==> config.mk <==
export PLATFORM = sky130hd
export DESIGN_NAME = videogen_subsystem
export DESIGN_NICKNAME = d
export VERILOG_FILES = /design/src/hw/video_pkg.sv /design/src/hw/videogen_subsystem.sv
export SDC_FILE = /design/constraint.sdc
export NUM_CORES = 1
export LEC_CHECK = 0
export ABC_AREA = 1
export BUFFER_PORTS_ARGS = -buffer_cell sky130_fd_sc_hd__buf_2
export CORE_MARGIN = 2
export CORE_UTILIZATION = 34
export DETAILED_ROUTE_END_ITERATION = 8
export PLACE_DENSITY_LB_ADDON = 0.1
export SLEW_MARGIN = 20
export SYNTH_ARGS = -nofsm -noshare
export SYNTH_HDL_FRONTEND = slang
export SYNTH_SLANG_ARGS = --single-unit
==> constraint.sdc <==
create_clock -name clk_6md -period 0.8 [get_ports clk_6md]
set_input_delay 0.16 -clock clk_6md [delete_from_list [all_inputs] [get_ports clk_6md]]
set_output_delay 0.16 -clock clk_6md [all_outputs]
set_load 0.05 [all_outputs]
==> src/hw/video_pkg.sv <==
package video_pkg;

	////////////////////
	// Table geometry
	////////////////////

	// 256 indices per bank, two banks
	localparam int PIX_W      = 8;
	localparam int CLUT_DEPTH = 512;

	// Index from the tile/sprite mixer
	typedef logic [PIX_W-1:0] pix_index_t;

	// Bank bit on top of the pixel index
	typedef logic [PIX_W:0] clut_addr_t;

	// One colour gun, 4 bits
	typedef logic [3:0] color4_t;

	////////////////////
	// PROM words
	////////////////////

	// Red/green PROM byte
	// Stored raw, split into nibbles at the video stage
	typedef union packed {
		logic [7:0] raw;
		struct packed {
			color4_t green;
			color4_t red;
		} nib;
	} rg_word_u;

	// Whole palette entry as the host sees it
	// Blue comes from the second, 4-bit PROM
	typedef struct packed {
		color4_t blue;
		color4_t green;
		color4_t red;
	} clut_entry_t;

endpackage

==> src/hw/videogen_subsystem.sv <==
module videogen_subsystem (
	input  logic                  clk_6md,
	input  logic                  rst,
	// From the tile/sprite mixer
	input  video_pkg::pix_index_t pix,
	input  logic                  bank,
	input  logic                  sync_in,
	// CLUT video port
	output video_pkg::clut_addr_t clut_addr,
	input  video_pkg::rg_word_u   clut_rg,
	input  video_pkg::color4_t    clut_b,
	// To the monitor
	output logic                  sync,
	output video_pkg::color4_t    red,
	output video_pkg::color4_t    green,
	output video_pkg::color4_t    blue
);
	import video_pkg::*;

	// Index latch, LS273 on the board
	pix_index_t pix_q;
	logic       bank_q;

	// First sync stage
	logic       sync_q;

	////////////////////
	// Index latch
	////////////////////

	always_ff @(posedge clk_6md) begin
		if (rst) begin
			pix_q  <= '0;
			bank_q <= 1'b0;
		end else begin
			pix_q  <= pix;
			bank_q <= bank;
		end
	end

	// Bank selects the upper half of both PROMs
	assign clut_addr = {bank_q, pix_q};

	////////////////////
	// Colour out
	////////////////////

	// Red/green byte split by nibble view
	always_ff @(posedge clk_6md) begin
		if (rst) begin
			red   <= '0;
			green <= '0;
			blue  <= '0;
		end else begin
			red   <= clut_rg.nib.red;
			green <= clut_rg.nib.green;
			blue  <= clut_b;
		end
	end

	// Sync delay, two stages
	always_ff @(posedge clk_6md) begin
		if (rst) begin
			sync_q <= 1'b0;
			sync   <= 1'b0;
		end else begin
			sync_q <= sync_in;
			sync   <= sync_q;
		end
	end

endmodule

## After elaboration in Yosys (flattened, before gate mapping)

Index checks and enable logic that the tools add are counted.

- Word-level logic and storage cells: 7
- Register bits after elaboration: 23
- Input port bits: 24
- Output and inout port bits: 22

## Longest topological paths before layout

Gate-level depths: netlist of the first run.

- Depth after elaboration: 0
- Mapped depth: 2
- Gate-level depth less buffers: 2

## Worst setup path after synthesis of the first run

Ideal clock, no wire load.

- Path kind: flip-flop to output port
- From: register blue[0]
- To: output blue[0]
- Buffers on the path: 0
- Setup slack: 0.053 ns
- Stages on the path, launching flop included: 1
- Arrival: 0.587 ns
- Required time: 0.640 ns
- Cell sequence: dfxtp_1

RTL lines:

| item | line | text |
|---|---|---|
| start, declared | videogen_subsystem.sv:16 | `output video_pkg::color4_t blue` |
| start signal, assigned | videogen_subsystem.sv:57 | `blue <= clut_b;` |

No word-level cell between the ends.

## Final worst setup path of the first run

- From: register pix_q[0]
- To: output clut_addr[0]

RTL lines:

| item | line | text |
|---|---|---|
| start, declared | videogen_subsystem.sv:21 | `pix_index_t pix_q;` |
| start signal, assigned | videogen_subsystem.sv:36 | `pix_q <= pix;` |
| end, declared | videogen_subsystem.sv:9 | `output video_pkg::clut_addr_t clut_addr,` |

No word-level cell between the ends.

==> results by group, run 1 <==
Critical path
  – R2R depth: 2
  – Crit path largest cell delay: 360 ps
  – CP Launch Type: register
  – Setup crit start: pix_q[0]
  – Reg-to-Reg Start: sync_q
  – CP Capture Type: output pin
  – Crit path max fanout: 1
  – Max stage delay cell, worst path: dfxtp_2
  – Largest delay share family, worst path: flip-flops
  – Reg-to-reg critical path endpoint: sync
  – FF-to-FF setup slack: 320 ps
  – Worst path cell trace: buf_8
  – CP arrival: 800 ps
  – Setup Crit Path Kind: register to output pin
  – Worst Path Buf+Inv: 1
  – Critical Path Stages: 1
  – Crit path required time: 640 ps
  – Critical Path Sink: clut_addr[0]

Drt
  – Routed WL per cell: 8.72 µm
  – Pre-antenna DRT Iters: 2
  – Antenna-violating nets left: 0
  – Number of vias per cell: 3.77
  – Vias: 543
  – Residual DRC: 0
  – Total wire length: 1260 µm
  – Initial DRC count: 1

GRT
  – Antenna violations before repair: 0
  – Global-route wire length before repair: 1760 µm
  – Largest net degree at the start of global routing: 24
  – Vias in the first global route: 456
  – Global route total overflow: 0
  – GRT Resource Usage Total: 0.116

Floorplanning
  – Initial Util: 0.372
  – Die X: 48.2 µm
  – Row cnt: 15
  – Io pins: 46
  – Die area: 2320 µm²
  – Core area: 1780 µm²
  – Die height: 48.2 µm

Timing
  – Final hold violation count: 0
  – Rel. slew slack: 0.923
  – Period utilization: 1.20
  – Final setup viols: 22
  – Final WS setup: -161 ps
  – Fmax: 1040 MHz
  – Max-slew violation count: 0
  – Max Clock Skew: 0.211 ps
  – Tmin final: 961 ps
  – Worst slew pin tran: 115 ps
  – RSZ-0062 raised after global routing: yes

Finish
  – P&R area growth vs syn: 75.7%
  – Fin cells: 144
  – Final Net Count: 144
  – Fraction of layout cells with a size suffix above 1: 0.597
  – Design area: 1160 µm²
  – Fillers: 154
  – N_diodes: 0

Yosys
  – Netlist cell types: 5
  – Asr flop ratio synth: 0
  – Ys flop type: dfxtp_1
  – Syn_nets: 96
  – Sequential share of the synthesized area: 0.694
  – Leading cell types by total area after synthesis: dfxtp_1 (69%), inv_1 (13%), nor2_1 (13%), buf_6 (3.4%), buf_4 (1.1%)
  – Synthesized flop and latch total: 23
  – Yosys Warn Count: 0
  – Syn Area/Cell: 9.21 µm²
  – Gate count of the mapped netlist: 72
  – Synth area leader: dfxtp_1
  – Post-synth top cells: dfxtp_1 (23), inv_1 (23), nor2_1 (23), buf_6 (2), buf_4 (1)
  – Post-synth EDFFs: 0
  – Post-synth top area share: 0.694
  – Synthesized area: 663 µm²

Power
  – Pwr Density: 1940 nW/µm²
  – Total power: 2.26 mW
  – Maximum vdd drop: 899 µV
  – Leak: 0.633 nW

Hold path
  – Min-delay worst type: primary input to register
  – Hold path startpoint: pix[0]

Clock tree
  – Cts bufs inserted: 3
  – Htree depth: 1
  – Hold buffer count at cts: 0
  – Worst skew pair latency: 300 ps
  – CTS root buf: clkbuf_4
  – CTS tree: done
  – CTS max path bufs: 2
  – Clock sinks: 23
  – Clk pin slew, worst setup/hold paths: 110 ps

Outcome
  – Failing checks: negative setup slack
  – Status: finished, violations left

Place
  – Post-placement cell count: 140
  – DP Wirelength: 806 µm
  – Post-Place Cell Area: 910 µm²
  – Gpl congestion: 0.565
  – IO Port Bufs: 45

Job
  – MaxCap Viol Count: 0
## tightest hold or removal path: stages
cell	delay, ps
buf_2	90
inv_1	40
nor2_1	30
## through the flow
stage	setup WS [ps]	util	hold WS, ps	setup TNS (ps)
3_3_place_gp	85.9	0.510	359	0
2_1_floorplan	52.7	-	231	0
6_report	-161	0.653	40.5	-3210
3_5_place_dp	82.6	0.510	365	0
5_1_grt	-205	0.653	16.2	-4290
4_1_cts	-176	0.630	26.1	-3600
## timing repair
action / in CTS / in global routing
setup buffers: 0 / 0
endpoints found under the setup margin: 22 / 22
resized for setup: 72 / 11
hold endpoints to repair: 0 / 0
## layout make-up
| class | instances | area (µm²) | area share |
|---|---|---|---|
| Inverter | 23 | 86.3 | 0.0741 |
| Timing Repair Buffer | 46 | 447 | 0.383 |
| Sequential cell | 23 | 488 | 0.419 |
| Clock buffer | 4 | 26.3 | 0.0226 |
| Tap cell | 25 | 31.3 | 0.0269 |
| Multi-Input combinational cell | 23 | 86.3 | 0.0741 |
## state kept, by name, summed over array words and instances (netlist names)
register  cells
sync_q        1
red           4
sync          1
pix_q         8
blue          4
green         4
bank_q        1
## worst min-delay path by stage
stage | endpoint | depth (start not counted)
6_report | pix_q[0] | 3
5_1_grt | pix_q[3] | 3
4_1_cts | pix_q[0] | 3
3_5_place_dp | pix_q[0] | 3
3_3_place_gp | green[2] | 3
2_1_floorplan | pix_q[5] | 1
## per-layer routing
layer  part of all wire  wire length [µm]  vias up  track usage
met1               0.39               495      228        0.118
met3              0.096               120        2       0.0630
li1                   -                 -      284            -
met4              0.010                13        0       0.0811
met2               0.50               626       29        0.182
met5                  0                 0        -            0
## power breakdown
group / leakage (nW) / total, mW / internal [mW] / switching, mW
sequential: 0.198 / 1.25 / 1.22 / 0.0339
clock: 0.0150 / 0.509 / 0.194 / 0.315
combinational: 0.420 / 0.496 / 0.213 / 0.283
total: 0.633 / 2.26 / 1.62 / 0.632
## logic make-up (layout without fill, tap and decap cells)
logic type | Yosys count | in the layout | share of synthesized area
buffers and inverters | 26 | 73 | 0.175
flip-flops | 23 | 23 | 0.694
AND/OR/NAND/NOR | 23 | 23 | 0.130
## placed cells by master (no fill, tap or decap), drive strengths merged
cell and count:
dfxtp 23, buf 46, nor2 23, clkbuf 4, inv 23
Power figures use the tool's default switching activity.
==> run 2: changes to the inputs <==
--- a/config.mk
+++ b/config.mk
@@ -9,6 +9,7 @@
 export BUFFER_PORTS_ARGS = -buffer_cell sky130_fd_sc_hd__buf_2
 export CORE_MARGIN = 2
 export CORE_UTILIZATION = 34
+export CTS_BUF_LIST = sky130_fd_sc_hd__clkbuf_16
 export DETAILED_ROUTE_END_ITERATION = 8
 export PLACE_DENSITY_LB_ADDON = 0.1
 export SLEW_MARGIN = 20
==> results by group, run 2 (synthesized netlist as in run 1, its figures left out) <==
Outcome
  – Status: finished, violations left
  – Failing checks: negative setup slack

Finish
  – Largest Register: pix_q
  – P&R area growth vs syn: 83.6%
  – Fraction of layout cells with a size suffix above 1: 0.597 (unchanged)
  – Design area: 1220 µm² (+4.5%)
  – Fillers: 143 (-7.1%)
  – Commonest cells after routing, fill and taps aside: inv_1 (24), nor2_1 (23), buf_2 (23), dfxtp_2 (22), buf_8 (17)
  – Max FFs per register: 8 (unchanged)
  – Final Net Count: 144 (unchanged)
  – Most common cell after layout, fill and taps aside: inv_1
  – N_diodes: 0 (unchanged)

Place
  – IO Port Bufs: 45 (unchanged)
  – DP Wirelength: 806 µm (unchanged)
  – Post-Place Cell Area: 910 µm² (unchanged)
  – Gpl congestion: 0.565 (unchanged)

GRT
  – Global-route wire length before repair: 1770 µm (+0.80%)
  – Global route total overflow: 0 (unchanged)
  – Antenna violations before repair: 0 (unchanged)
  – GRT Resource Usage Total: 0.115 (-0.000676)
  – Vias in the first global route: 467 (+2.4%)
  – Largest net degree at the start of global routing: 24 (unchanged)

Critical path
  – CP Launch Type: register
  – Setup Crit Path Kind: register to output pin
  – FF-to-FF setup slack: 330 ps (about the same)
  – CP Capture Type: output pin
  – R2R depth: 2 (unchanged)
  – Largest delay share family, worst path: flip-flops
  – Reg-to-reg critical path endpoint: sync
  – Crit path max fanout: 1 (unchanged)
  – Critical Path Stages: 1 (unchanged)
  – Crit path required time: 640 ps (about the same)
  – Worst Path Buf+Inv: 1 (unchanged)
  – Max stage delay cell, worst path: dfxtp_2
  – Setup crit start: pix_q[2]
  – Crit path largest cell delay: 340 ps (-20 ps)
  – Critical Path Sink: clut_addr[2]
  – Worst path cell trace: buf_8
  – CP arrival: 730 ps (-70 ps)
  – Reg-to-Reg Start: sync_q

Timing
  – Worst slew pin tran: 109 ps (-5.46 ps)
  – Period utilization: 1.11 (-0.0926)
  – Final hold violation count: 0 (unchanged)
  – Max-slew violation count: 0 (unchanged)
  – Fmax: 1130 MHz (+8.4%)
  – RSZ-0062 raised after global routing: yes
  – Tmin final: 887 ps (-74.1 ps)
  – Final WS setup: -86.7 ps (+74.1 ps)
  – Max Clock Skew: 0.122 ps (-0.0894 ps)
  – Rel. slew slack: 0.927 (+0.00382)
  – Final setup viols: 22 (unchanged)

Clock tree
  – Worst skew pair latency: 250 ps (-50 ps)
  – Post-CTS setup buffers: 0 (unchanged)
  – Post-cts resize count: 73 (+1.4%)
  – CTS tree: done
  – Clk pin slew, worst setup/hold paths: 60 ps (-50 ps)
  – Htree depth: 1 (unchanged)
  – CTS root buf: clkbuf_16
  – Cts bufs inserted: 3 (unchanged)
  – Hold buffer count at cts: 0 (unchanged)
  – CTS max path bufs: 2 (unchanged)
  – Clock sinks: 23 (unchanged)

Power
  – Pwr Density: 2280 nW/µm² (+18%)
  – Total power: 2.78 mW (+23%)
  – Maximum vdd drop: 1310 µV (+46%)
  – Leak: 0.660 nW (+4.3%)

Floorplanning
  – Row cnt: 15 (unchanged)
  – Die area: 2320 µm² (unchanged)
  – Die height: 48.2 µm (unchanged)
  – Die X: 48.2 µm (unchanged)
  – Io pins: 46 (unchanged)
  – Core area: 1780 µm² (unchanged)
  – Initial Util: 0.372 (unchanged)

Hold path
  – Min-delay worst type: primary input to register
  – Hold path startpoint: pix[3]

Drt
  – Antenna-violating nets left: 0 (unchanged)
  – Residual DRC: 0 (unchanged)
  – Number of vias per cell: 3.76 (-0.18%)
  – Total wire length: 1280 µm (+1.9%)
  – Initial DRC count: 2 (+1)
  – Routed WL per cell: 8.88 µm (+1.9%)
  – Vias: 542 (-0.18%)
  – Pre-antenna DRT Iters: 2 (unchanged)

Job
  – MaxCap Viol Count: 0 (unchanged)
## run 2: per-layer routing
layer  global-route usage  wire [µm]  vias up
met5                    0          0        -
met4               0.0649         11        0
met3               0.0519        121        2
met2                0.189        657       29
met1                0.122        488      226
li1                     -          -      285
## run 2: final cells by class
type,instances,area (µm²),share of cell area
well taps,25,31.3,0.0257
clock buffers,3,75.1,0.0617
repair buffers,46,447,0.367
flip-flops and latches,23,488,0.401
inverters,23,86.3,0.0709
clock inverters,1,3.75,0.00308
multi-input cells,23,86.3,0.0709
## run 2: metrics by stage
step | hold slack [ps] | TNS [ps] | utilization | worst slack (ps) | instances
after global placement | 359 | 0 | 0.510 | 85.9 | 140
final | 103 | -1640 | 0.683 | -86.7 | 144
after CTS | 101 | -1750 | 0.662 | -91.8 | 144
after global routing | 105 | -2110 | 0.683 | -105 | 144
after detailed placement | 365 | 0 | 0.510 | 82.6 | 140
after floorplan | 231 | 0 | - | 52.7 | 72
## run 2: worst min-delay path by stage
stage               end  depth (start not counted)
6_report       pix_q[3]                          3
5_1_grt        pix_q[6]                          3
4_1_cts        pix_q[0]                          3
3_5_place_dp   pix_q[0]                          3
3_3_place_gp   green[2]                          3
2_1_floorplan  pix_q[5]                          1
## run 2: report_power, final
group / total, mW / switching (mW) / internal, mW
clock network: 1.03 / 0.363 / 0.665
registers: 1.25 / 0.0343 / 1.22
logic: 0.495 / 0.283 / 0.213
total: 2.78 / 0.680 / 2.10
