[src/hw/video_pkg.sv]
package video_pkg;

	////////////////////
	// Table geometry
	////////////////////

	// 256 indices per bank, two banks
	localparam int PIX_W      = 8;
	localparam int CLUT_DEPTH = 512;

	// Index from the tile/sprite mixer
	typedef logic [PIX_W-1:0] pix_index_t;

	// Bank bit on top of the pixel index
	typedef logic [PIX_W:0] clut_addr_t;

	// One colour gun, 4 bits
	typedef logic [3:0] color4_t;

	////////////////////
	// PROM words
	////////////////////

	// Red/green PROM byte
	// Stored raw, split into nibbles at the video stage
	typedef union packed {
		logic [7:0] raw;
		struct packed {
			color4_t green;
			color4_t red;
		} nib;
	} rg_word_u;

	// Whole palette entry as the host sees it
	// Blue comes from the second, 4-bit PROM
	typedef struct packed {
		color4_t blue;
		color4_t green;
		color4_t red;
	} clut_entry_t;

endpackage

[src/hw/bus_pkg.sv]
package bus_pkg;

	////////////////////
	// AXI4-Lite widths
	////////////////////

	localparam int AXIL_ADDR_W = 12;
	localparam int AXIL_DATA_W = 32;
	localparam int AXIL_STRB_W = AXIL_DATA_W / 8;

	// Response codes, only two in use
	typedef logic [1:0] resp_t;

	localparam resp_t RESP_OKAY   = 2'b00;
	localparam resp_t RESP_SLVERR = 2'b10;

	////////////////////
	// CLUT register map
	////////////////////

	// One 32-bit word per entry
	localparam int ENTRY_LSB = 2;

	// First byte address past the table
	localparam logic [AXIL_ADDR_W-1:0] CLUT_LIMIT = 12'h800;

	// Field positions inside the data word
	// Bits above 11 are dropped on write, zero on read
	localparam int RED_LSB   = 0;
	localparam int GREEN_LSB = 4;
	localparam int BLUE_LSB  = 8;

endpackage

[src/hw/clut_wr_if.sv]
// Host side access to the palette RAMs
interface clut_wr_if;
	import video_pkg::*;

	// Entry number, bank bit on top
	clut_addr_t  addr;

	// Write strobe, taken at the clock edge
	logic        we;

	// Entry to store
	clut_entry_t wdata;

	// Entry at addr, one cycle after addr
	clut_entry_t rdata;

	// Bus slave side
	modport bus (
		output addr,
		output we,
		output wdata,
		input  rdata
	);

	// Memory side
	modport mem (
		input  addr,
		input  we,
		input  wdata,
		output rdata
	);

endinterface

[src/hw/clut_axil_slave.sv]
module clut_axil_slave (
	input  logic                            clk_6md,
	input  logic                            rst,
	// Write address and data
	input  logic [bus_pkg::AXIL_ADDR_W-1:0] awaddr,
	input  logic                            awvalid,
	output logic                            awready,
	input  logic [bus_pkg::AXIL_DATA_W-1:0] wdata,
	input  logic [bus_pkg::AXIL_STRB_W-1:0] wstrb,
	input  logic                            wvalid,
	output logic                            wready,
	// Write response
	output bus_pkg::resp_t                  bresp,
	output logic                            bvalid,
	input  logic                            bready,
	// Read address
	input  logic [bus_pkg::AXIL_ADDR_W-1:0] araddr,
	input  logic                            arvalid,
	output logic                            arready,
	// Read data
	output logic [bus_pkg::AXIL_DATA_W-1:0] rdata,
	output bus_pkg::resp_t                  rresp,
	output logic                            rvalid,
	input  logic                            rready,
	// Palette RAM
	clut_wr_if.bus                          mem
);
	import bus_pkg::*;
	import video_pkg::*;

	// Write side
	logic                   wr_fire;
	logic                   wr_hit;
	logic                   wr_go;
	clut_addr_t             wr_addr;

	// Read side
	logic                   rd_fire;
	logic                   rd_go;
	logic                   rd_pend;
	logic                   rd_issued;
	logic                   rd_err;
	clut_addr_t             rd_addr;
	logic [AXIL_DATA_W-1:0] rd_word;

	////////////////////
	// Write channel
	////////////////////

	// Address and data taken together, never with a response pending
	assign wr_fire = awvalid && wvalid && !bvalid;
	assign awready = wr_fire;
	assign wready  = wr_fire;

	assign wr_hit  = awaddr < CLUT_LIMIT;
	assign wr_addr = awaddr[ENTRY_LSB +: $bits(clut_addr_t)];

	// Out of range writes never reach the RAM
	assign wr_go   = wr_fire && wr_hit;

	// Entry spans lanes 0 and 1, so partial strobes still write it all
	assign mem.wdata = {wdata[BLUE_LSB +: $bits(color4_t)],
		wdata[GREEN_LSB +: $bits(color4_t)],
		wdata[RED_LSB +: $bits(color4_t)]};
	assign mem.we    = wr_go;

	// One response slot
	always_ff @(posedge clk_6md) begin
		if (rst)
			bvalid <= 1'b0;
		else if (wr_fire)
			bvalid <= 1'b1;
		else if (bready)
			bvalid <= 1'b0;
	end

	always_ff @(posedge clk_6md) begin
		if (wr_fire)
			bresp <= wr_hit ? RESP_OKAY : RESP_SLVERR;
	end

	////////////////////
	// Read channel
	////////////////////

	// Single slot from address to data
	assign arready = !(rd_pend || rd_issued || rvalid);
	assign rd_fire = arvalid && arready;

	// Write takes the RAM address first
	assign rd_go    = rd_pend && !wr_go;
	assign mem.addr = wr_go ? wr_addr : rd_addr;

	// Entry back into register layout
	always_comb begin
		rd_word = '0;
		rd_word[RED_LSB +: $bits(color4_t)]   = mem.rdata.red;
		rd_word[GREEN_LSB +: $bits(color4_t)] = mem.rdata.green;
		rd_word[BLUE_LSB +: $bits(color4_t)]  = mem.rdata.blue;
	end

	always_ff @(posedge clk_6md) begin
		if (rst) begin
			rd_pend   <= 1'b0;
			rd_issued <= 1'b0;
			rvalid    <= 1'b0;
		end else begin
			if (rd_fire)
				rd_pend <= 1'b1;
			else if (rd_go)
				rd_pend <= 1'b0;
			// RAM word valid the cycle after issue
			rd_issued <= rd_go;
			if (rd_issued)
				rvalid <= 1'b1;
			else if (rready)
				rvalid <= 1'b0;
		end
	end

	// Address and status held for the whole slot
	always_ff @(posedge clk_6md) begin
		if (rd_fire) begin
			rd_addr <= araddr[ENTRY_LSB +: $bits(clut_addr_t)];
			rd_err  <= araddr >= CLUT_LIMIT;
		end
		if (rd_issued) begin
			rdata <= rd_err ? '0 : rd_word;
			rresp <= rd_err ? RESP_SLVERR : RESP_OKAY;
		end
	end

endmodule

[src/flat_wrapper.sv]
// flat-port wrapper written by rule: the top's interface ports become plain ports
module clut_axil_slave_flat import bus_pkg::*; import video_pkg::*;
  (clk_6md, rst, awaddr, awvalid, awready, wdata, wstrb, wvalid, wready, bresp, bvalid, bready, araddr, arvalid, arready, rdata, rresp, rvalid, rready, mem_addr, mem_we, mem_wdata, mem_rdata);
  clut_wr_if mem_i ();
  input  logic clk_6md;
  input  logic rst;
  input  logic [bus_pkg::AXIL_ADDR_W-1:0] awaddr;
  input  logic awvalid;
  output logic awready;
  input  logic [bus_pkg::AXIL_DATA_W-1:0] wdata;
  input  logic [bus_pkg::AXIL_STRB_W-1:0] wstrb;
  input  logic wvalid;
  output logic wready;
  output bus_pkg::resp_t bresp;
  output logic bvalid;
  input  logic bready;
  input  logic [bus_pkg::AXIL_ADDR_W-1:0] araddr;
  input  logic arvalid;
  output logic arready;
  output logic [bus_pkg::AXIL_DATA_W-1:0] rdata;
  output bus_pkg::resp_t rresp;
  output logic rvalid;
  input  logic rready;
  output wire logic [$bits(mem_i.addr)-1:0] mem_addr;
  output wire logic [$bits(mem_i.we)-1:0] mem_we;
  output wire logic [$bits(mem_i.wdata)-1:0] mem_wdata;
  input wire logic [$bits(mem_i.rdata)-1:0] mem_rdata;
  assign mem_addr = mem_i.addr;
  assign mem_we = mem_i.we;
  assign mem_wdata = mem_i.wdata;
  assign mem_i.rdata = mem_rdata;
  clut_axil_slave u_core (.clk_6md(clk_6md), .rst(rst), .awaddr(awaddr), .awvalid(awvalid), .awready(awready), .wdata(wdata), .wstrb(wstrb), .wvalid(wvalid), .wready(wready), .bresp(bresp), .bvalid(bvalid), .bready(bready), .araddr(araddr), .arvalid(arvalid), .arready(arready), .rdata(rdata), .rresp(rresp), .rvalid(rvalid), .rready(rready), .mem(mem_i));
endmodule
[config.mk]
export PLATFORM = sky130hd
export DESIGN_NAME = clut_axil_slave_flat
export DESIGN_NICKNAME = d
export VERILOG_FILES = /design/src/hw/video_pkg.sv /design/src/hw/bus_pkg.sv /design/src/hw/clut_wr_if.sv /design/src/hw/clut_axil_slave.sv /design/src/flat_wrapper.sv
export SDC_FILE = /design/constraint.sdc
export NUM_CORES = 1
export LEC_CHECK = 0
export ABC_AREA = 1
export BUFFER_PORTS_ARGS = -buffer_cell sky130_fd_sc_hd__buf_4
export CAP_MARGIN = 20
export CORE_UTILIZATION = 38
export CTS_CLUSTER_DIAMETER = 80
export DETAILED_ROUTE_END_ITERATION = 12
export PLACE_DENSITY = 0.94
export SYNTH_ARGS = -nofsm -noshare
export SYNTH_HDL_FRONTEND = slang
export SYNTH_SLANG_ARGS = --single-unit
[constraint.sdc]
create_clock -name clk_6md -period 2.06 [get_ports clk_6md]
set_input_delay 0.103 -clock clk_6md [delete_from_list [all_inputs] [get_ports clk_6md]]
set_output_delay 0.103 -clock clk_6md [all_outputs]
set_load 0.05 [all_outputs]
=== Word level (Yosys, flattened, before mapping) ===
Index checks and enable logic that the tools add are counted.

* Flip-flop bits (word level): 50
* Input bits: 79
* Output and inout bits: 63
* Word-level logic and storage cells: 34

* Magnitude comparators: 2
* Multiplexer cells: 9
* Reduce and logical (&&, ||, !) cells: 13

{| class="wikitable"
|+ Operators by type and width
! cell !! count
|-
| $ge A12 B12 Y1 const B || 1
|-
| $lt A12 B12 Y1 const B || 1
|-
| $mux W9 || 1
|-
| $mux W1 || 6
|-
| $reduce_bool A2 Y1 || 3
|-
| $logic_and A1 B1 Y1 || 5
|-
| $mux W2 || 2
|-
| $logic_not A1 Y1 || 3
|-
| $logic_or A1 B1 Y1 || 2
|}

=== Longest topological paths before layout ===
Gate-level depths: netlist (run 1).

* Word-level depth: 7
* Depth in mapped cells: 5
* Depth with buffers taken out: 5

=== Least setup slack after synthesis (run 1) ===
No wires, ideal clock.

* Kind: register to output
* Start point: register u_core.rvalid
* End point: output arready
* Arrival time: 1.633 ns
* Data required time: 1.957 ns
* Path slack: 0.324 ns
* Cell stages (with the launch flop): 2
* Path buffers: 0
* Cell sequence: dfxtp_1 nor3_1

* Word-level cells in the longest chain between the ends: 2

{| class="wikitable"
|+ RTL lines
! element !! line !! source
|-
| from (decl) || clut_axil_slave.sv:23 || <nowiki>output logic rvalid,</nowiki>
|-
| from (signal assigned) || clut_axil_slave.sv:106 || <nowiki>rvalid <= 1'b0;</nowiki>
|-
| from (signal assigned) || clut_axil_slave.sv:115 || <nowiki>rvalid <= 1'b1;</nowiki>
|-
| from (signal assigned) || clut_axil_slave.sv:117 || <nowiki>rvalid <= 1'b0;</nowiki>
|-
| $logic_or A1 B1 Y1 || clut_axil_slave.sv:87 || <nowiki>assign arready = !(rd_pend || rd_issued || rvalid);</nowiki>
|-
| $logic_not A1 Y1 || clut_axil_slave.sv:87 ||
|-
| to (decl) || flat_wrapper.sv:19 || <nowiki>output logic arready;</nowiki>
|}

No other way between the ends.

=== Worst setup path in the final report (run 1) ===
* Start point: register u_core.bvalid
* End point: output mem_we

* Word-level cells in the longest chain between the ends: 3

{| class="wikitable"
|+ RTL lines
! element !! line !! source
|-
| from (decl) || clut_axil_slave.sv:14 || <nowiki>output logic bvalid,</nowiki>
|-
| from (signal assigned) || clut_axil_slave.sv:70 || <nowiki>bvalid <= 1'b0;</nowiki>
|-
| from (signal assigned) || clut_axil_slave.sv:72 || <nowiki>bvalid <= 1'b1;</nowiki>
|-
| from (signal assigned) || clut_axil_slave.sv:74 || <nowiki>bvalid <= 1'b0;</nowiki>
|-
| $logic_not A1 Y1 || clut_axil_slave.sv:51 || <nowiki>assign wr_fire = awvalid && wvalid && !bvalid;</nowiki>
|-
| $logic_and A1 B1 Y1 || clut_axil_slave.sv:51 ||
|-
| $logic_and A1 B1 Y1 || clut_axil_slave.sv:59 || <nowiki>assign wr_go = wr_fire && wr_hit;</nowiki>
|-
| to (decl) || flat_wrapper.sv:25 || <nowiki>output wire logic [$bits(mem_i.we)-1:0] mem_we;</nowiki>
|}

No other way between the ends.

==> results of run 1 <==
[worst max-delay path, delay by kind of cell, from the launching register on]
family                 cells  cell delay, ns
AND/OR/NAND/NOR            2            0.54
buffers and inverters      2            0.37
flip-flops                 1            0.35
[registers in the layout, summed over array words and instances, names as in the netlist]
register,flops
u_core.bvalid,1
u_core.rd_issued,1
u_core.rdata,12
u_core.rd_err,1
u_core.rvalid,1
u_core.rresp,1
u_core.bresp,1
u_core.rd_pend,1
u_core.rd_addr,9
[synthesized netlist by cell type, drive strengths merged]
cell / n
a211oi: 1
and3: 1
buf: 38
clkbuf: 1
conb: 1
dfxtp: 4
edfxtp: 24
inv: 18
nand2: 22
nand3: 9
nand3b: 1
nand4: 1
nor2: 16
nor3: 1
o21a: 1
[metal layers]
metal / share of wire (%) / GRT usage, % / up-vias
met5: 0 / 0 / -
met2: 57 / 27.6 / 29
met1: 38 / 14.3 / 466
li1: - / - / 505
met3: 3.3 / 1.28 / 4
met4: 1.4 / 4.94 / 0
[layout make-up]
class | instances | area, sq um | share of cell area [%]
clock buffer | 3 | 41.3 | 2.15
inverter | 18 | 67.6 | 3.52
multi-input combinational | 75 | 320 | 16.7
clock inverter | 1 | 30.0 | 1.57
sequential | 28 | 801 | 41.7
tap | 46 | 57.6 | 3.00
timing repair buffer | 77 | 601 | 31.3
[final timing paths]
| kind | cells past startpoint | to | start | slack (ns) |
|---|---|---|---|---|
| max | 4 | mem_we | u_core.bvalid$_SDFFE_PP0P_ | 0.42 |
| min | 1 | u_core.rd_addr[5]$_DFFE_PP_ | araddr[7] | 0.009 |
| max reg2reg | 4 | u_core.rvalid$_SDFFE_PP0P_ | u_core.rd_issued$_SDFF_PP0_ | 0.63 |
| min reg2reg | 2 | u_core.rd_issued$_SDFF_PP0_ | u_core.rd_pend$_SDFFE_PP0P_ | 0.52 |
[power groups by stage]
stage          logic (mW)  clock network [mW]  registers, mW
2_1_floorplan       0.315                   0          0.707
3_3_place_gp        0.362                   0          0.673
3_5_place_dp        0.365                   0          0.675
4_1_cts             0.368               0.428          0.662
5_1_grt             0.399               0.450          0.665
6_report            0.378               0.424          0.662
[stage by stage]
step                      setup WS (ns)  std cells  power (mW)  hold WS [ns]  cell area (sq um)
after floorplan                   0.324        160        1.02         0.181               1480
after global placement            0.739        235        1.03         0.206               1760
after detailed placement          0.729        235        1.04         0.206               1760
after CTS                         0.425        241        1.46       0.00122               1850
after global routing              0.314        248        1.51       0.00106               1920
final                             0.418        248        1.46       0.00935               1920
[cell families (layout without fill, tap and decap cells)]
logic type,Yosys count,in the layout,share of synthesized area [%]
AO/OA/AOI/OAI,2,2,1.07
other,1,22,0.268
flip-flops,28,28,57.3
buffers and inverters,57,99,25.4
AND/OR/NAND/NOR,51,51,15.9
==> run metrics, run 1 <==
Total Nets Final=approximately 280; CTS tree=built; Routed wire per std cell=11.0 um; worst vdd ir=412 uV; GRT Overall Usage=a little over an eighth; DRC=0; min cycle time layout=approximately 1.6 ns; row count=21; dpl hpwl=2070 um; cell area after synthesis=~0.0014 sq mm; Synth top area share=51.6%; via count=1,004; commonest non-fill, non-tap cell in the layout=buf_4; fillcell total=approximately 320; Distinct cells, synth=19; Final Max Slew Viols=0; Starting Density=around two fifths; Flop pwr share=45.2%; DIE HEIGHT=62.6 um; TNS Setup=0 ns; GPL Wtd Cong=slightly above 0.7; syn avg cell area=10.1 sq um; clk root buf=clkbuf_8; initial antenna violation count=0; Routed WL=2740 um; PwrDens=between 700 and 800 mW/mm^2; Seq/Total Area, Yosys=57.3%; clock sink count=28; # port buffers=67; CP Max Fanout=15; post-CTS resize count=0; synthesis-stage register bit count=28; Setup CP Type=register to primary output; Num CTS Buffers=3; Clock Tree Buf Depth=2; Net Switching=0.444 mW; dominant cells by area after synthesis=edfxtp_1 52%, buf_4 19%, dfxtp_1 5.7%; Critical Path AT=1.54 ns; Layout Skew=approximately 0.0014 ns; H-tree depth=1; RSZ-0062 raised after global routing=no; final design utilization=55.7%; Max Cap Violations=0; commonest cells after routing, fill and taps aside=68 x buf_4, 24 x edfxtp_1, 22 x conb_1; Hold Vio Cnt, Final=0; Hold Buf Count CTS=2; first-pass GRT wire length=4240 um; slowest CP cell=dfxtp_1; Clk pwr share=29.0%; die area=a little under 0.004 sq mm; Synth-to-Final Area Change=37.2%; Core Area=0.00344 sq mm; Cells after Synth=139; Int Pwr=1.02 mW; combinational fraction of design power=25.8%; Antenna diodes=0; final worst path period share=79.7%; initial DRC count=29; Die Span X=62.6 um; HP Class=primary input to register; Fmax=609 MHz; run status=finished, final reports clean; CP Cell Sequence=nor2_4 -> nand2_2 -> inv_1 -> buf_4; leakage=0.955 nW; ANT nets after route=0; gr ovfl total=0; area leader, netlist=edfxtp_1; Critical Path Source Type=register; yosys warns=0; # IOs=142; clk slew on worst S/H paths=0.09 ns; TritonRoute pass-1 iters=4; vias in the first global route=981; final setup fails=0; largest net degree at the start of global routing=17; required time of the critical path=a little under 2 ns; Switching Fraction=between 30% and 40%; share of layout cells above drive strength 1=between 30% and 40%; drt via density=4.05; Worst path max stage delay=0.35 ns; Clock Latency Late Sink=0.27 ns; Post-CTS Setup Repair Bufs=0; Crit. End Element=primary output
Power figures use the tool's default switching activity.
==> inputs of run 2 (changes only) <==
- CORE_UTILIZATION: 38 -> 35
- PLACE_DENSITY: 0.94 -> 0.88
- clock period: 2.06 -> 1.55 ns (I/O delays scaled with it)
==> run 2 against run 1 <==
- cell area rose by 2.7%
- routed wire length rose by 6.0%
- clock skew rose by 0.0011 ns
- sequential power rose by 33%
- count of clock-buffer cells in the layout did not move
- worst hold slack improved by 0.058 ns
- global-route usage fell by 0.17 points
- clock power fell by 8.0%
- largest cell class unchanged
- largest power group unchanged
- highest routed layer unchanged
==> run metrics, run 2 (synthesis results as in run 1) <==
run status=finished, final reports clean; post-placement cell count=238; DIE HEIGHT=around 65 um; max FFs per register=12; Final Max Slew Viols=0; via count=1,040; die area=between 0.004 and 0.005 sq mm; Core Area=around 0.0037 sq mm; initial antenna violation count=0; dpl hpwl=2090 um; final setup fails=0; commonest non-fill, non-tap cell in the layout=buf_4; combinational fraction of design power=29.2%; reg2reg start=u_core.rd_issued$_SDFF_PP0_; Critical Path Source=u_core.rd_issued$_SDFF_PP0_; clock sink count=28; Total Nets Final=290; RSZ-0062 raised after global routing=no; Switching Fraction=32.9%; Starting Density=37.3%; Num CTS Buffers=3; Post-Layout Inst Area=between 0.0015 and 0.002 sq mm; clk root buf=clkbuf_8; CP Max Fanout=15; vias in the first global route=roughly 980; CTS tree=built; TritonRoute pass-1 iters=3; DRC=0; GRT Overall Usage=13.5%; largest net degree at the start of global routing=16; gr ovfl total=0; Net Switching=0.590 mW; Clock Latency Late Sink=about 0.27 ns; clk slew on worst S/H paths=0.09 ns; initial DRC count=30; Setup CP Type=register to register; fin cells=about 260; Clock Tree Buf Depth=2; PwrDens=910 mW/mm^2; first-pass GRT wire length=around 4300 um; Antenna diodes=0; Layout Skew=about 0.0025 ns; TNS Setup=0 ns; Crit. End Element=register; Fmax=703 MHz; Critical Path Source Type=register; row count=22; Int Pwr=1.20 mW; Hold Vio Cnt, Final=0; Top reg by flops=u_core.rdata; worst reg-to-reg path cell count=4; H-tree depth=1; Hold Path End=u_core.rd_pend$_SDFFE_PP0P_; drt via density=4.03; final design utilization=52.6%; GPL Wtd Cong=around 0.73; # IOs=between 100 and 150; DP Area=around 0.0018 sq mm; post-CTS resize count=0; Flop pwr share=49.0%; worst vdd ir=483 uV; HP Class=primary input to register; Clk pwr share=21.7%; commonest cells after routing, fill and taps aside=72 x buf_4, 24 x edfxtp_1, 22 x conb_1; Routed WL=2900 um; hold depth=3; Max Cap Violations=0; flop-to-flop setup slack=roughly 0.13 ns; Critical Path AT=1.64 ns; Synth-to-Final Area Change=40.9%; leakage=around 0.98 nW; share of layout cells above drive strength 1=37.1%; FF-to-FF End=u_core.rvalid$_SDFFE_PP0P_; Routed wire per std cell=roughly 11 um; min cycle time layout=1.42 ns; ANT nets after route=0; Top Registers=u_core.rdata (12), u_core.rd_addr (9); Die Span X=65.2 um; Worst Hold Launch=arvalid; final worst path period share=91.7%; required time of the critical path=1.77 ns; # port buffers=67
## run 2: cell types whose count changed in the layout (fill, tap and decap cells not counted), sizes merged
cell / delta
clkinv: +1
dlygate4sd3: +4
bufinv: -1
buf: +4
## run 2: layer usage
layer / vias to the layer above / track usage (%) / routed length (um)
met4: 0 / 5.98 / 54
met1: 480 / 14.8 / 1070
met3: 6 / 1.22 / 114
met5: - / 0 / 0
li1: 522 / - / -
met2: 32 / 25.9 / 1670
## run 2: worst max path at each step
stage / endpoint / slack [ns] / depth (start not counted)
after floorplan: mem_addr[0] / 0.12 / 4
after global placement: u_core.rd_addr[5]$_DFFE_PP_ / 0.24 / 2
after detailed placement: u_core.rd_err$_DFFE_PP_ / 0.22 / 2
after CTS: mem_addr[4] / 0.02 / 5
after global routing: u_core.rvalid$_SDFFE_PP0P_ / 0.05 / 4
final: u_core.rvalid$_SDFFE_PP0P_ / 0.13 / 4
## run 2: stage by stage
stage,hold WS (ns),worst slack (ns),power [mW]
4_1_cts,0.0679,0.0213,1.80
3_5_place_dp,0.155,0.223,1.39
2_1_floorplan,0.156,0.121,1.36
3_3_place_gp,0.155,0.236,1.38
5_1_grt,0.0742,0.0463,1.87
6_report,0.0678,0.128,1.79
## run 2: power groups by stage
stage	clock network [mW]	registers, mW	logic, mW
2_1_floorplan	0	0.940	0.420
3_3_place_gp	0	0.895	0.485
3_5_place_dp	0	0.897	0.490
4_1_cts	0.401	0.880	0.517
5_1_grt	0.437	0.882	0.552
6_report	0.390	0.879	0.524
## run 2: worst max-delay path: stages, from the launching register on
cell and delay (ns):
dfxtp_1 0.35, buf_4 0.23, inv_1 0.06, a211oi_1 0.17, dlygate4sd3_1 0.56
## run 2: repair_timing
action | 4_1_cts | 5_1_grt
setup buffers | 0 | 3
setup endpoints to repair | 1 | 10
hold endpoints to repair | 12 | 0
hold buffers | 13 | 0
gates cloned | 0 | 0
pin swaps | 1 | 1
## run 2: final cells by class
cell class / count / area (sq um)
multi-input cells: 75 / 325
fillers: 353 / 1770
flip-flops and latches: 28 / 801
repair buffers: 85 / 671
clock inverters: 1 / 3.75
inverters: 18 / 67.6
clock buffers: 3 / 41.3
well taps: 48 / 60.1
==> inputs of run 3 (changes only) <==
- HOLD_SLACK_MARGIN: default -> 0.1
==> run 3 against run 2 <==
- non-clock buffer count is 8 higher
- clock skew barely moved
- critical path type unchanged
- die area unchanged
- cell area rose by 4.1%
- critical path depth did not move
- highest routed layer unchanged
- worst setup slack worse by 0.0018 ns
- global-route usage grew 0.65 points
- largest power group unchanged
==> run metrics, run 3 (synthesis results as in run 1) <==
clk root buf=clkbuf_8; Critical Path AT=1.64 ns; Routed WL=between 3000 and 4000 um; CTS tree=built; final setup fails=0; Crit. End Element=register; Total Nets Final=298; met3 Use GR=under 10%; share of layout cells above drive strength 1=~36%; Worst path max stage delay=0.56 ns; Clock Tree Buf Depth=2; largest net degree at the start of global routing=16; reg2reg start=u_core.rd_issued$_SDFF_PP0_; Layout Skew=between 0.002 and 0.003 ns; Power Total=1.80 mW; Worst Hold Launch=mem_rdata[6]; clk slew on worst S/H paths=0.09 ns; Fmax=703 MHz; min cycle time layout=1.42 ns; vias in the first global route=1,019; commonest cells after routing, fill and taps aside=72 x buf_4, 24 x edfxtp_1, 22 x conb_1; GRT Overall Usage=14.2%; Critical Path Source=u_core.rd_issued$_SDFF_PP0_; fillcell total=346; row count=22; post-CTS resize count=0; required time of the critical path=1.77 ns; Top reg by flops=u_core.rdata; GRT met2 Usage=27.8%; GPL Wtd Cong=0.734; Core Area=roughly 0.0037 sq mm; post-placement cell count=roughly 240; DIE HEIGHT=65.2 um; Setup CP Type=register to register; DP Area=0.00177 sq mm; H-tree depth=1; TritonRoute pass-1 iters=4; commonest non-fill, non-tap cell in the layout=buf_4; Final Max Slew Viols=0; # IOs=142; Max Cap Violations=0; drt via density=about 4; TNS Setup=0 ns; fin cells=266; Critical Path Source Type=register; Antenna diodes=0; met1 Resource Use GR=14.7%; initial antenna violation count=0; max FFs per register=12; flop-to-flop setup slack=about 0.13 ns; first-pass GRT wire length=4530 um; slowest CP cell=dlygate4sd3_1; grt peak-use layer=met2; Num CTS Buffers=3; PwrDens=881 mW/mm^2; RSZ-0062 raised after global routing=no; ANT nets after route=0; clock sink count=28; CP Cell Sequence=buf_4 -> inv_1 -> a211oi_1 -> dlygate4sd3_1; CP Max Fanout=15; HP Class=primary input to register; run status=finished, final reports clean; Starting Density=a little under two fifths; Die Span X=65.2 um; worst vdd ir=~480 uV; DRC=0; Hold Vio Cnt, Final=0; initial DRC count=27; final worst path period share=91.8%; Hold Slack=0.110 ns; Top Registers=u_core.rdata (12), u_core.rd_addr (9); Clock Latency Late Sink=0.27 ns; leakage=1.02 nW; gr ovfl total=0; via count=1,070; Post-Layout Inst Area=0.00205 sq mm; # port buffers=67; Synth-to-Final Area Change=46.6%; dpl hpwl=2090 um; die area=0.00425 sq mm; Routed wire per std cell=between 10 and 15 um
run 3: changes by cell type in the layout (fill, tap and decap cells not counted), sizes merged:
cell | previous run | this run
dlygate4sd3 | 13 | 21
run 3: report_power, final:
group	internal [mW]	switching [mW]	total, mW
clock	0.177	0.207	0.384
sequential	0.861	0.0189	0.880
combinational	0.177	0.364	0.541
total	1.22	0.590	1.80
run 3: area by class of cell:
class / instances / area (sq um) / area share (%)
sequential: 28 / 801 / 39.1
timing repair buffer: 93 / 751 / 36.6
multi-input combinational: 75 / 325 / 15.9
inverter: 18 / 67.6 / 3.30
tap: 48 / 60.1 / 2.93
clock buffer: 3 / 41.3 / 2.01
clock inverter: 1 / 3.75 / 0.183
run 3: worst paths after layout:
kind / to / depth (start not counted)
hold / removal: u_core.rdata[6]$_SDFFCE_PP0P_ / 3
setup reg to reg: u_core.rvalid$_SDFFE_PP0P_ / 4
hold reg to reg: u_core.rd_issued$_SDFF_PP0_ / 2
setup / recovery: u_core.rvalid$_SDFFE_PP0P_ / 4
run 3: routing by layer:
metal,vias up,part of all wire [%]
met3,6,3.8
met2,32,60
met4,0,1.8
met5,-,0
met1,494,35
li1,538,-
run 3: metrics by stage:
| step | worst slack, ns | util (%) |
|---|---|---|
| after floorplan | 0.121 | - |
| after global placement | 0.236 | 47.3 |
| after detailed placement | 0.223 | 47.3 |
| after CTS | 0.0213 | 54.1 |
| after global routing | 0.0525 | 54.7 |
| final | 0.127 | 54.7 |
run 3: worst max-delay path, delay by kind of cell (launching register included):
family / cells / cell delay [ns]
AO/OA/AOI/OAI: 1 / 0.17
buffers and inverters: 3 / 0.85
flip-flops: 1 / 0.35
run 3: repair_timing:
item | in CTS | in global routing
pin swaps | 1 | 1
buffers inserted | 0 | 3
endpoints found under the hold margin | 22 | 0
hold buffers | 21 | 0
endpoints found under the setup margin | 1 | 10
